## src/hw/gat_pkg.sv

```systemverilog
`default_nettype none

package gat_pkg;

  // Input nonzero stream.
  localparam int VAL_W    = 8;
  localparam int COL_W    = 4;
  localparam int NUM_COLS = 16;

  // Projection datapath.
  localparam int WGT_W  = 8;
  localparam int PROD_W = 16;
  localparam int WH_W   = 24;
  localparam int NODE_W = 14;

  // Attention score and softmax weight.
  localparam int SCORE_W    = WH_W + WGT_W;
  localparam int SHIFT_W    = 4;
  localparam int ATTN_WGT_W = 1 << SHIFT_W; // Holds 2**15 unsigned.

  // Aggregation and division.
  localparam int DEN_W    = 20;
  localparam int ACC_W    = 44;
  localparam int FEAT_W   = 32;
  localparam int DIV_HI_W = ACC_W - FEAT_W; // Dividend bits preloaded into the remainder.

  localparam int FEAT_ADDR_W = 16;
  localparam logic [FEAT_ADDR_W-1:0] FEAT_HIGH_ADDR = 16'd43328;

  // Debug monitor.
  localparam int DBG_W = 32;
  localparam logic [NODE_W-1:0] CAPTURE_NODE_A = 14'd10;
  localparam logic [NODE_W-1:0] CAPTURE_NODE_B = 14'd20;

endpackage

`default_nettype wire

```

## src/hw/aggregator.sv

```systemverilog
`timescale 1ns/1ps
`default_nettype none

module aggregator (
  input  logic                                  clk,
  input  logic                                  rst_n,
  input  logic                                  wgt_vld_i,
  input  logic        [gat_pkg::ATTN_WGT_W-1:0] attn_wgt_i,
  input  logic signed [gat_pkg::WH_W-1:0]       wh_i,
  input  logic                                  grp_last_i,
  input  logic        [gat_pkg::FEAT_ADDR_W-1:0] feat_base_i,
  output logic                                  aggr_vld_o,
  output logic                                  aggr_rdy_o,
  output logic                                  feat_bram_ena_o,
  output logic        [gat_pkg::FEAT_ADDR_W-1:0] feat_bram_addra_o,
  output logic        [gat_pkg::FEAT_W-1:0]     feat_bram_din_o
);

  logic signed [gat_pkg::ACC_W-1:0]      wprod;
  logic signed [gat_pkg::ACC_W-1:0]      acc_q;
  logic        [gat_pkg::ACC_W-1:0]      acc_abs;
  logic        [gat_pkg::DEN_W-1:0]      den_q;
  logic        [gat_pkg::FEAT_ADDR_W-1:0] grp_cnt_q;
  logic                                  load_q;
  logic                                  div_q;
  logic [$clog2(gat_pkg::FEAT_W)-1:0]    cnt_q;

  logic [gat_pkg::DEN_W-1:0]  rem_q;
  logic [gat_pkg::FEAT_W-1:0] dq_q;  // Dividend bits shift out, quotient bits shift in.
  logic                       neg_q;
  logic [gat_pkg::DEN_W:0]    trial;
  logic [gat_pkg::DEN_W:0]    diff;
  logic                       ge;
  logic [gat_pkg::DEN_W-1:0]  rem_next;
  logic [gat_pkg::FEAT_W-1:0] dq_next;

  assign wprod   = $signed({1'b0, attn_wgt_i}) * wh_i;
  assign acc_abs = acc_q[gat_pkg::ACC_W-1] ? -acc_q : acc_q;

  // One restoring step. The remainder stays below the divisor throughout.
  assign trial    = {rem_q, dq_q[gat_pkg::FEAT_W-1]};
  assign diff     = trial - {1'b0, den_q};
  assign ge       = (trial >= {1'b0, den_q});
  assign rem_next = ge ? diff[gat_pkg::DEN_W-1:0] : trial[gat_pkg::DEN_W-1:0];
  assign dq_next  = {dq_q[gat_pkg::FEAT_W-2:0], ge};

  always_ff @(posedge clk or negedge rst_n) begin
    if (!rst_n) begin
      acc_q      <= '0;
      den_q      <= '0;
      grp_cnt_q  <= '0;
      load_q     <= 1'b0;
      div_q      <= 1'b0;
      cnt_q      <= '0;
      aggr_vld_o <= 1'b0;
    end else begin
      aggr_vld_o <= 1'b0;
      load_q     <= 1'b0;
      if (wgt_vld_i) begin
        acc_q  <= acc_q + wprod;
        den_q  <= den_q + {{(gat_pkg::DEN_W - gat_pkg::ATTN_WGT_W){1'b0}}, attn_wgt_i};
        load_q <= grp_last_i; // Group end starts the divide.
      end
      if (load_q) begin
        div_q <= 1'b1;
        cnt_q <= '0;
      end
      if (div_q) begin
        cnt_q <= cnt_q + 1'b1;
        if (&cnt_q) begin
          div_q      <= 1'b0;
          aggr_vld_o <= 1'b1;
          acc_q      <= '0;
          den_q      <= '0;
          grp_cnt_q  <= grp_cnt_q + 1'b1;
        end
      end
    end
  end

  always_ff @(posedge clk) begin
    if (load_q) begin
      // The quotient magnitude fits in FEAT_W bits, so the top bits fit in the remainder.
      rem_q <= {{(gat_pkg::DEN_W - gat_pkg::DIV_HI_W){1'b0}},
                acc_abs[gat_pkg::ACC_W-1:gat_pkg::FEAT_W]};
      dq_q  <= acc_abs[gat_pkg::FEAT_W-1:0];
      neg_q <= acc_q[gat_pkg::ACC_W-1];
    end else if (div_q) begin
      rem_q <= rem_next;
      dq_q  <= dq_next;
      if (&cnt_q) begin
        feat_bram_din_o   <= neg_q ? -dq_next : dq_next; // Truncates toward zero.
        feat_bram_addra_o <= feat_base_i + grp_cnt_q;
      end
    end
  end

  assign aggr_rdy_o      = ~(load_q | div_q);
  assign feat_bram_ena_o = aggr_vld_o;

endmodule

`default_nettype wire

```

## src/hw/attn_score_unit.sv

```systemverilog
`timescale 1ns/1ps
`default_nettype none

module attn_score_unit (
  input  logic                               clk,
  input  logic                               rst_n,
  input  logic                               wh_vld_i,
  input  logic signed [gat_pkg::WH_W-1:0]    wh_i,
  input  logic                               grp_last_i,
  input  logic signed [gat_pkg::WGT_W-1:0]   attn_coef_i,
  input  logic        [gat_pkg::SHIFT_W-1:0] attn_shift_i,
  output logic                               score_vld_o,
  output logic                               score_rdy_o,
  output logic signed [gat_pkg::SCORE_W-1:0] score_o,
  output logic signed [gat_pkg::WH_W-1:0]    wh_o,
  output logic                               grp_last_o
);

  logic signed [gat_pkg::SCORE_W-1:0] scaled;
  logic signed [gat_pkg::SCORE_W-1:0] shifted;
  logic signed [gat_pkg::SCORE_W-1:0] leaky;

  assign scaled  = wh_i * attn_coef_i;
  assign shifted = scaled >>> attn_shift_i;
  // Negative side keeps a quarter of its slope.
  assign leaky   = shifted[gat_pkg::SCORE_W-1] ? (shifted >>> 2) : shifted;

  always_ff @(posedge clk or negedge rst_n) begin
    if (!rst_n) begin
      score_vld_o <= 1'b0;
    end else begin
      score_vld_o <= wh_vld_i;
    end
  end

  assign score_rdy_o = ~score_vld_o;

  always_ff @(posedge clk) begin
    if (wh_vld_i) begin
      score_o    <= leaky;
      wh_o       <= wh_i;
      grp_last_o <= grp_last_i;
    end
  end

endmodule

`default_nettype wire

```

## src/hw/debugger.sv

```systemverilog
`timescale 1ns/1ps
`default_nettype none

module debugger (
  input  logic                               clk,
  input  logic                               rst_n,
  input  logic                               spmm_vld_i,
  input  logic                               spmm_rdy_i,
  input  logic                               dmvm_vld_i,
  input  logic                               dmvm_rdy_i,
  input  logic                               sm_vld_i,
  input  logic                               sm_rdy_i,
  input  logic                               aggr_vld_i,
  input  logic                               aggr_rdy_i,
  input  logic                               prod_vld_i,
  input  logic [gat_pkg::PROD_W-1:0]         prod_i,
  input  logic [gat_pkg::NODE_W-1:0]         node_idx_i,
  input  logic                               feat_bram_ena_i,
  input  logic [gat_pkg::FEAT_ADDR_W-1:0]    feat_bram_addra_i,
  output logic [gat_pkg::DBG_W-1:0]          debug_1_o,
  output logic [gat_pkg::DBG_W-1:0]          debug_2_o,
  output logic [gat_pkg::DBG_W-1:0]          debug_3_o
);

  logic [7:0]                  seen_q;
  logic [7:0]                  level;
  logic                        wr_seen_q;
  logic                        high_seen_q;
  logic [gat_pkg::DBG_W-1:0]   sm_cnt_q;
  logic [gat_pkg::PROD_W-1:0]  cap_a_q;
  logic [gat_pkg::PROD_W-1:0]  cap_b_q;

  // Bit 7 down to bit 0 in pipeline order.
  assign level = {spmm_vld_i, spmm_rdy_i, dmvm_vld_i, dmvm_rdy_i,
                  sm_vld_i, sm_rdy_i, aggr_vld_i, aggr_rdy_i};

  always_ff @(posedge clk or negedge rst_n) begin
    if (!rst_n) begin
      seen_q      <= '0;
      wr_seen_q   <= 1'b0;
      high_seen_q <= 1'b0;
      sm_cnt_q    <= '0;
      cap_a_q     <= '0;
      cap_b_q     <= '0;
    end else begin
      seen_q <= seen_q | level; // Flags never clear once set.
      if (sm_vld_i) begin
        sm_cnt_q <= sm_cnt_q + 1'b1;
      end
      if (feat_bram_ena_i) begin
        wr_seen_q <= 1'b1;
        if (feat_bram_addra_i >= gat_pkg::FEAT_HIGH_ADDR) begin
          high_seen_q <= 1'b1;
        end
      end
      // Keep the most recent product of each watched node.
      if (prod_vld_i && node_idx_i == gat_pkg::CAPTURE_NODE_A) begin
        cap_a_q <= prod_i;
      end
      if (prod_vld_i && node_idx_i == gat_pkg::CAPTURE_NODE_B) begin
        cap_b_q <= prod_i;
      end
    end
  end

  assign debug_1_o = sm_cnt_q;
  assign debug_2_o = {{(gat_pkg::DBG_W - 10){1'b0}}, high_seen_q, wr_seen_q, seen_q};
  assign debug_3_o = {cap_b_q, cap_a_q};

endmodule

`default_nettype wire

```

## src/hw/gat_layer_top.sv

```systemverilog
`timescale 1ns/1ps
`default_nettype none

module gat_layer_top (
  input  logic                                clk,
  input  logic                                rst_n,
  input  logic                                nz_vld_i,
  input  logic signed [gat_pkg::VAL_W-1:0]    nz_val_i,
  input  logic        [gat_pkg::COL_W-1:0]    nz_col_i,
  input  logic                                nz_last_i,
  input  logic                                grp_last_i,
  input  logic                                wgt_we_i,
  input  logic        [gat_pkg::COL_W-1:0]    wgt_addr_i,
  input  logic signed [gat_pkg::WGT_W-1:0]    wgt_data_i,
  input  logic signed [gat_pkg::WGT_W-1:0]    attn_coef_i,
  input  logic        [gat_pkg::SHIFT_W-1:0]  attn_shift_i,
  input  logic        [gat_pkg::FEAT_ADDR_W-1:0] feat_base_i,
  output logic                                ready_o,
  output logic                                feat_bram_ena_o,
  output logic        [gat_pkg::FEAT_ADDR_W-1:0] feat_bram_addra_o,
  output logic        [gat_pkg::FEAT_W-1:0]   feat_bram_din_o,
  output logic        [gat_pkg::DBG_W-1:0]    debug_1_o,
  output logic        [gat_pkg::DBG_W-1:0]    debug_2_o,
  output logic        [gat_pkg::DBG_W-1:0]    debug_3_o
);

  logic                                  spmm_vld;
  logic                                  spmm_rdy;
  logic signed [gat_pkg::WH_W-1:0]       spmm_wh;
  logic                                  spmm_grp;
  logic        [gat_pkg::NODE_W-1:0]     node_idx;
  logic                                  prod_vld;
  logic signed [gat_pkg::PROD_W-1:0]     prod;
  logic                                  dmvm_vld;
  logic                                  dmvm_rdy;
  logic signed [gat_pkg::SCORE_W-1:0]    score;
  logic signed [gat_pkg::WH_W-1:0]       dmvm_wh;
  logic                                  dmvm_grp;
  logic                                  sm_vld;
  logic                                  sm_rdy;
  logic        [gat_pkg::ATTN_WGT_W-1:0] attn_wgt;
  logic signed [gat_pkg::WH_W-1:0]       sm_wh;
  logic                                  sm_grp;
  logic                                  aggr_vld;
  logic                                  aggr_rdy;

  spmm_engine u_spmm_engine (
    .clk, .rst_n,
    .nz_vld_i, .nz_val_i, .nz_col_i, .nz_last_i, .grp_last_i,
    .wgt_we_i, .wgt_addr_i, .wgt_data_i,
    .spmm_vld_o (spmm_vld), .spmm_rdy_o (spmm_rdy), .wh_o (spmm_wh),
    .grp_last_o (spmm_grp), .node_idx_o (node_idx),
    .prod_vld_o (prod_vld), .prod_o (prod)
  );

  attn_score_unit u_attn_score_unit (
    .clk, .rst_n,
    .wh_vld_i (spmm_vld), .wh_i (spmm_wh), .grp_last_i (spmm_grp),
    .attn_coef_i, .attn_shift_i,
    .score_vld_o (dmvm_vld), .score_rdy_o (dmvm_rdy), .score_o (score),
    .wh_o (dmvm_wh), .grp_last_o (dmvm_grp)
  );

  softmax_weight_unit u_softmax_weight_unit (
    .clk, .rst_n,
    .score_vld_i (dmvm_vld), .score_i (score), .wh_i (dmvm_wh), .grp_last_i (dmvm_grp),
    .wgt_vld_o (sm_vld), .wgt_rdy_o (sm_rdy), .attn_wgt_o (attn_wgt),
    .wh_o (sm_wh), .grp_last_o (sm_grp)
  );

  aggregator u_aggregator (
    .clk, .rst_n,
    .wgt_vld_i (sm_vld), .attn_wgt_i (attn_wgt), .wh_i (sm_wh), .grp_last_i (sm_grp),
    .feat_base_i,
    .aggr_vld_o (aggr_vld), .aggr_rdy_o (aggr_rdy),
    .feat_bram_ena_o, .feat_bram_addra_o, .feat_bram_din_o
  );

  debugger u_debugger (
    .clk, .rst_n,
    .spmm_vld_i (spmm_vld), .spmm_rdy_i (spmm_rdy),
    .dmvm_vld_i (dmvm_vld), .dmvm_rdy_i (dmvm_rdy),
    .sm_vld_i (sm_vld), .sm_rdy_i (sm_rdy),
    .aggr_vld_i (aggr_vld), .aggr_rdy_i (aggr_rdy),
    .prod_vld_i (prod_vld), .prod_i (prod), .node_idx_i (node_idx),
    .feat_bram_ena_i (feat_bram_ena_o), .feat_bram_addra_i (feat_bram_addra_o),
    .debug_1_o, .debug_2_o, .debug_3_o
  );

  assign ready_o = aggr_rdy & spmm_rdy; // Host may start a group only when both are idle.

endmodule

`default_nettype wire

```

## src/hw/softmax_weight_unit.sv

```systemverilog
`timescale 1ns/1ps
`default_nettype none

module softmax_weight_unit (
  input  logic                                  clk,
  input  logic                                  rst_n,
  input  logic                                  score_vld_i,
  input  logic signed [gat_pkg::SCORE_W-1:0]    score_i,
  input  logic signed [gat_pkg::WH_W-1:0]       wh_i,
  input  logic                                  grp_last_i,
  output logic                                  wgt_vld_o,
  output logic                                  wgt_rdy_o,
  output logic        [gat_pkg::ATTN_WGT_W-1:0] attn_wgt_o,
  output logic signed [gat_pkg::WH_W-1:0]       wh_o,
  output logic                                  grp_last_o
);

  logic [gat_pkg::SHIFT_W-1:0]    clamped;
  logic [gat_pkg::ATTN_WGT_W-1:0] pow2;

  // Saturate the score into the exponent range.
  always_comb begin
    if (score_i[gat_pkg::SCORE_W-1]) begin
      clamped = '0;
    end else if (score_i > (1 << gat_pkg::SHIFT_W) - 1) begin
      clamped = '1;
    end else begin
      clamped = score_i[gat_pkg::SHIFT_W-1:0];
    end
  end

  assign pow2 = {{(gat_pkg::ATTN_WGT_W - 1){1'b0}}, 1'b1} << clamped; // Stands in for exp.

  always_ff @(posedge clk or negedge rst_n) begin
    if (!rst_n) begin
      wgt_vld_o <= 1'b0;
    end else begin
      wgt_vld_o <= score_vld_i;
    end
  end

  assign wgt_rdy_o = ~wgt_vld_o;

  always_ff @(posedge clk) begin
    if (score_vld_i) begin
      attn_wgt_o <= pow2;
      wh_o       <= wh_i;
      grp_last_o <= grp_last_i;
    end
  end

endmodule

`default_nettype wire

```

## src/hw/spmm_engine.sv

```systemverilog
`timescale 1ns/1ps
`default_nettype none

module spmm_engine (
  input  logic                              clk,
  input  logic                              rst_n,
  input  logic                              nz_vld_i,
  input  logic signed [gat_pkg::VAL_W-1:0]  nz_val_i,
  input  logic        [gat_pkg::COL_W-1:0]  nz_col_i,
  input  logic                              nz_last_i,
  input  logic                              grp_last_i,
  input  logic                              wgt_we_i,
  input  logic        [gat_pkg::COL_W-1:0]  wgt_addr_i,
  input  logic signed [gat_pkg::WGT_W-1:0]  wgt_data_i,
  output logic                              spmm_vld_o,
  output logic                              spmm_rdy_o,
  output logic signed [gat_pkg::WH_W-1:0]   wh_o,
  output logic                              grp_last_o,
  output logic        [gat_pkg::NODE_W-1:0] node_idx_o,
  output logic                              prod_vld_o,
  output logic signed [gat_pkg::PROD_W-1:0] prod_o
);

  logic signed [gat_pkg::WGT_W-1:0] wgt_q [gat_pkg::NUM_COLS];
  logic signed [gat_pkg::WH_W-1:0]  sum_q;
  logic signed [gat_pkg::WH_W-1:0]  sum_next;

  // Host-written weight table.
  always_ff @(posedge clk) begin
    if (wgt_we_i) begin
      wgt_q[wgt_addr_i] <= wgt_data_i;
    end
  end

  assign prod_vld_o = nz_vld_i;
  assign prod_o     = nz_val_i * wgt_q[nz_col_i];

  assign sum_next = sum_q + {{(gat_pkg::WH_W - gat_pkg::PROD_W){prod_o[gat_pkg::PROD_W-1]}},
                             prod_o};

  always_ff @(posedge clk or negedge rst_n) begin
    if (!rst_n) begin
      spmm_vld_o <= 1'b0;
      spmm_rdy_o <= 1'b1;
      sum_q      <= '0;
      node_idx_o <= '0;
    end else begin
      spmm_vld_o <= nz_vld_i & nz_last_i;
      if (nz_vld_i) begin
        if (nz_last_i) begin
          sum_q      <= '0; // Next node starts from zero.
          spmm_rdy_o <= 1'b1;
          node_idx_o <= node_idx_o + 1'b1;
        end else begin
          sum_q      <= sum_next;
          spmm_rdy_o <= 1'b0;
        end
      end
    end
  end

  always_ff @(posedge clk) begin
    if (nz_vld_i && nz_last_i) begin
      wh_o       <= sum_next;
      grp_last_o <= grp_last_i;
    end
  end

endmodule

`default_nettype wire

```

## config.mk

```make
export PLATFORM = sky130hd
export DESIGN_NAME = gat_layer_top
export DESIGN_NICKNAME = d
export VERILOG_FILES = /design/src/hw/gat_pkg.sv /design/src/hw/aggregator.sv /design/src/hw/attn_score_unit.sv /design/src/hw/debugger.sv /design/src/hw/gat_layer_top.sv /design/src/hw/softmax_weight_unit.sv /design/src/hw/spmm_engine.sv
export SDC_FILE = /design/constraint.sdc
export NUM_CORES = 2
export LEC_CHECK = 0
export BUFFER_PORTS_ARGS = -buffer_cell sky130_fd_sc_hd__buf_2
export CORE_AREA = 2 2 377 379
export DETAILED_ROUTE_END_ITERATION = 6
export DIE_AREA = 0 0 379 381
export GPL_TIMING_DRIVEN = 0
export PLACE_DENSITY = 0.53
export SLEW_MARGIN = 20
export SYNTH_ARGS = -nofsm -noshare
export SYNTH_HDL_FRONTEND = slang
export SYNTH_SLANG_ARGS = --single-unit
```

## constraint.sdc

```tcl
create_clock -name clk -period 11.2 [get_ports clk]
set_input_delay 0.56 -clock clk [delete_from_list [all_inputs] [get_ports clk]]
set_output_delay 0.56 -clock clk [all_outputs]
set_load 0.05 [all_outputs]
```

==> summary by stage <==
STA
The part of the cycle the worst path needs is 92.17%. The total count of max-transition violations in the final report is 0. The worst-case headroom to the max-slew limit is 20.85%. After layout, the minimum clock period comes to just over 10 ns. The number of failing hold endpoints at the final stage was 0. At the pin with the least slew margin, the transition time is 1.183 ns. Setup repair after global routing left no endpoint under its margin. Based on the critical path, the design can be clocked at up to between 90 and 100 MHz. Setup violations remaining at the end of the flow were counted as 0. The post-route clock skew is between 0.02 and 0.025 ns.

The setup total negative slack is 0 ns.

Worst hold path
The worst hold path was traced through 2 stages. The min-delay analysis places its worst path in the category in -> reg.

Flow run
The max-capacitance violation count is 0.

Global route
The largest net degree at the start of global routing is just over 80. The global routing usage summed across all routing layers is roughly a fifth. The number of antenna violations at the first check in global routing is 15. The global route total overflow is 0. The via count of the first global-routing pass is 39200. The first global-routing pass estimated 224600 um of wire.

Synthesis
For this run, the leading register cell type out of synthesis is edfxtp_1. The top cell type by area accounts for 22.16% of the synthesized area. The async set-or-reset flop fraction in the synthesized netlist is 36.69%. The number of standard cells after synthesis is 5249. The average instance in the mapped netlist occupies 10.12 um2. The commonest cells after synthesis are inv_1, fa_1, nand2_1. Summing every instance area after synthesis gives ~53000 um2.

In this run, synthesis inferred 344 flip-flops with an integrated enable. Yosys printed 0 warnings. Sequential elements use 29.36% of the synthesized area. The largest area contributor in the netlist is fa_1. After synthesis, the netlist uses 102 different library cells.

The most common cell in the synthesized netlist is inv_1. The flip-flop and latch count after synthesis is 556. In the post-synthesis netlist, the biggest area contributors are fa_1, edfxtp_1, dfrtp_1, ha_1, inv_1.

Clock tree
For this design, the sink count on the clock tree is 556. The number of H-tree branching levels is 3. The clock transition time at the flip-flop clock pins of the worst setup and hold paths is 0.06 ns. The insertion delay to the later sink of the worst-skew pair is 0.67 ns. The tree is rooted in a clkbuf_16. The CTS tree is yes.

The buffers inserted during post-CTS setup optimization is 0. The longest clock path from root to sink contains 3 buffers. In this run, CTS created clock tree buffers numbering 70.

Setup path
STA classifies the critical path startpoint as a flop. On the worst path, the slowest cell contributes a delay of 0.73 ns. The number of buffer and inverter stages on the critical path is 4. The maximum fanout encountered on the critical timing path is 11.

The capturing element type of the critical path is a flop. The critical path crosses 31 cells after its start point. The cell family contributing the most delay on the critical path is adder cells. The worst setup path category is reg -> reg. The worst register-to-register path has a depth of 31. The largest individual stage delay along the critical path comes from the cell edfxtp_1. Counting stages on the worst path, the most repeated cell is fa_1. The data required time of the worst path is 11.76 ns.

The worst path arrival time is ~11 ns.

Die
The floorplan row count is 138. The width of the die is 379 um. The floorplan step defined a die boundary enclosing around 140000 um2.

For this configuration, the core starts out at a cell density of 37.79%. The I/O pin count is 204. The vertical extent of the die is 381 um.

The core footprint is between 100000 and 150000 um2.

Place
The count of buffers from port buffering is 174. After legalization and detailed placement, the total HPWL measured roughly 110000 um. The cell count after placement is 7347. At the end of routability-driven placement, the weighted congestion stood at between 0.8 and 0.9.

Finish
Compared with the post-synthesis result, the final layout area differs by 11.23%. The filler cell count in the final layout is 13870. The finished layout holds ~7500 standard cells, fillers aside. The number of nets in the finished design is 6499. Of the cells placed in the final design, the portion with a size suffix greater than 1 is 8.609%.

Detailed routing
The routed design has 142600 um of wire. The detailed-route wire length per cell is 19.06 um. The first-pass iteration count of the detailed router is 6. The remaining routing DRC violations is 0.

Once detail routing completed, the nets flagged for antenna violations numbered 0. The total number of vias is 37930. The detail-routed via count per cell is 5.070. The detailed router finished its first iteration with 1977 violations.

Run status
The flow ran to the end, and the final reports show no timing, DRC or antenna violations.
-- area by class of cell --
cell class              instances  area, um2  share of cell area (%)
plain buffers                 205      869.6                   1.472
multi-input cells            3694      33710                   57.05
inverters                     815       3059                   5.178
diodes                          4      10.01                 0.01694
clock buffers                  87       1908                   3.230
well taps                    1890       2365                   4.003
flip-flops and latches        556      15600                   26.41
repair buffers                188       1124                   1.902
clock inverters                42      432.9                  0.7328
-- worst paths after layout --
path / from / slack (ns) / end
max in group asynchronous: rst_n / 9.50 / u_spmm_engine.node_idx_o[4]
max: u_softmax_weight_unit.attn_wgt_o[13] / 0.88 / u_aggregator.acc_q[43]
max reg2reg: u_softmax_weight_unit.attn_wgt_o[13] / 0.88 / u_aggregator.acc_q[43]
min: nz_last_i / 0.13 / u_spmm_engine.sum_q[20]
min reg2reg: u_attn_score_unit.wh_o[10] / 0.41 / u_softmax_weight_unit.wh_o[10]
min in group asynchronous: rst_n / 0.49 / u_aggregator.grp_cnt_q[1]
-- registers in the layout, indices dropped and copies added (netlist names), 8 cells and up --
signal and cells:
u_softmax_weight_unit.attn_wgt_o 16, u_debugger.cap_b_q 16, u_attn_score_unit.score_o 32, u_aggregator.grp_cnt_q 16, u_aggregator.feat_bram_addra_o 16, u_softmax_weight_unit.wh_o 24, u_debugger.debug_1_o 32, u_spmm_engine.sum_q 24
u_aggregator.dq_q 32, u_attn_score_unit.wh_o 24, u_aggregator.rem_q 20, u_debugger.seen_q 8, u_spmm_engine.wgt_q 128, u_aggregator.acc_q 44, u_spmm_engine.wh_o 24, u_aggregator.den_q 20
u_spmm_engine.node_idx_o 14, u_aggregator.feat_bram_din_o 32, u_debugger.cap_a_q 16
-- placed cells by master (no fill, tap or decap), drive strengths merged, types with 13 or more instances in the layout --
master and count:
nand4 29, conb 22, xor2 106, a31oi 25, edfxtp 344, a21o 75, and3 33, o211ai 25
nor3 64, nand2b 71, or2 22, ha 323, o21a 31, o31ai 35, o22ai 14, o21bai 22
fa 588, nand3 78, nor4 13, nor2 267, o41ai 13, o21ai 145, mux4 46, clkbuf 247
or3 19, clkinv 32, mux2 38, nand2 497, dfrtp 203, buf 231, mux2i 89, xnor2 209
nor2b 29, a211oi 48, a22o 25, a21oi 198, and2 336, or4 15, inv 819
-- kinds of logic (layout without fill, tap and decap cells) --
group,Yosys count,after routing,share of synthesized area (%)
other,1,26,0.007061
adders and majority gates,911,911,29.77
muxes,173,173,4.434
DFF,556,556,29.36
and+or+nand+nor,1508,1508,14.13
xor gates and xnor gates,315,315,5.230
buffers and inverters,1020,1337,7.397
AOI/OAI and AO/OA,765,765,9.661
-- what timing repair did --
action,in CTS,in global routing
hold endpoints to repair,79,0
hold buffers,1,0
gates resized for setup,0,0
-- layer usage --
metal | vias up | share of wire, % | global-route usage (%)
li1 | 17900 | - | -
met1 | 19070 | 44 | 26.27
met2 | 747 | 49 | 33.76
met3 | 205 | 4.9 | 3.548
met4 | 12 | 2.7 | 5.666
met5 | - | 0.063 | 0
-- per-stage QoR --
stage	utilization (%)	hold WS, ns	worst slack (ns)	instance area (um2)
4_1_cts	42.03	0.07524	0.8678	59070
6_report	42.03	0.1267	0.8768	59080
3_3_place_gp	40.15	0.4021	0.3934	56430
2_1_floorplan	-	0.2644	2.521	53190
5_1_grt	42.03	0.1067	0.08330	59070
3_5_place_dp	40.35	0.4045	0.9303	56720
Power is not shown: default switching activity piles up to over one toggle a cycle in this logic, so the estimate is an artifact.
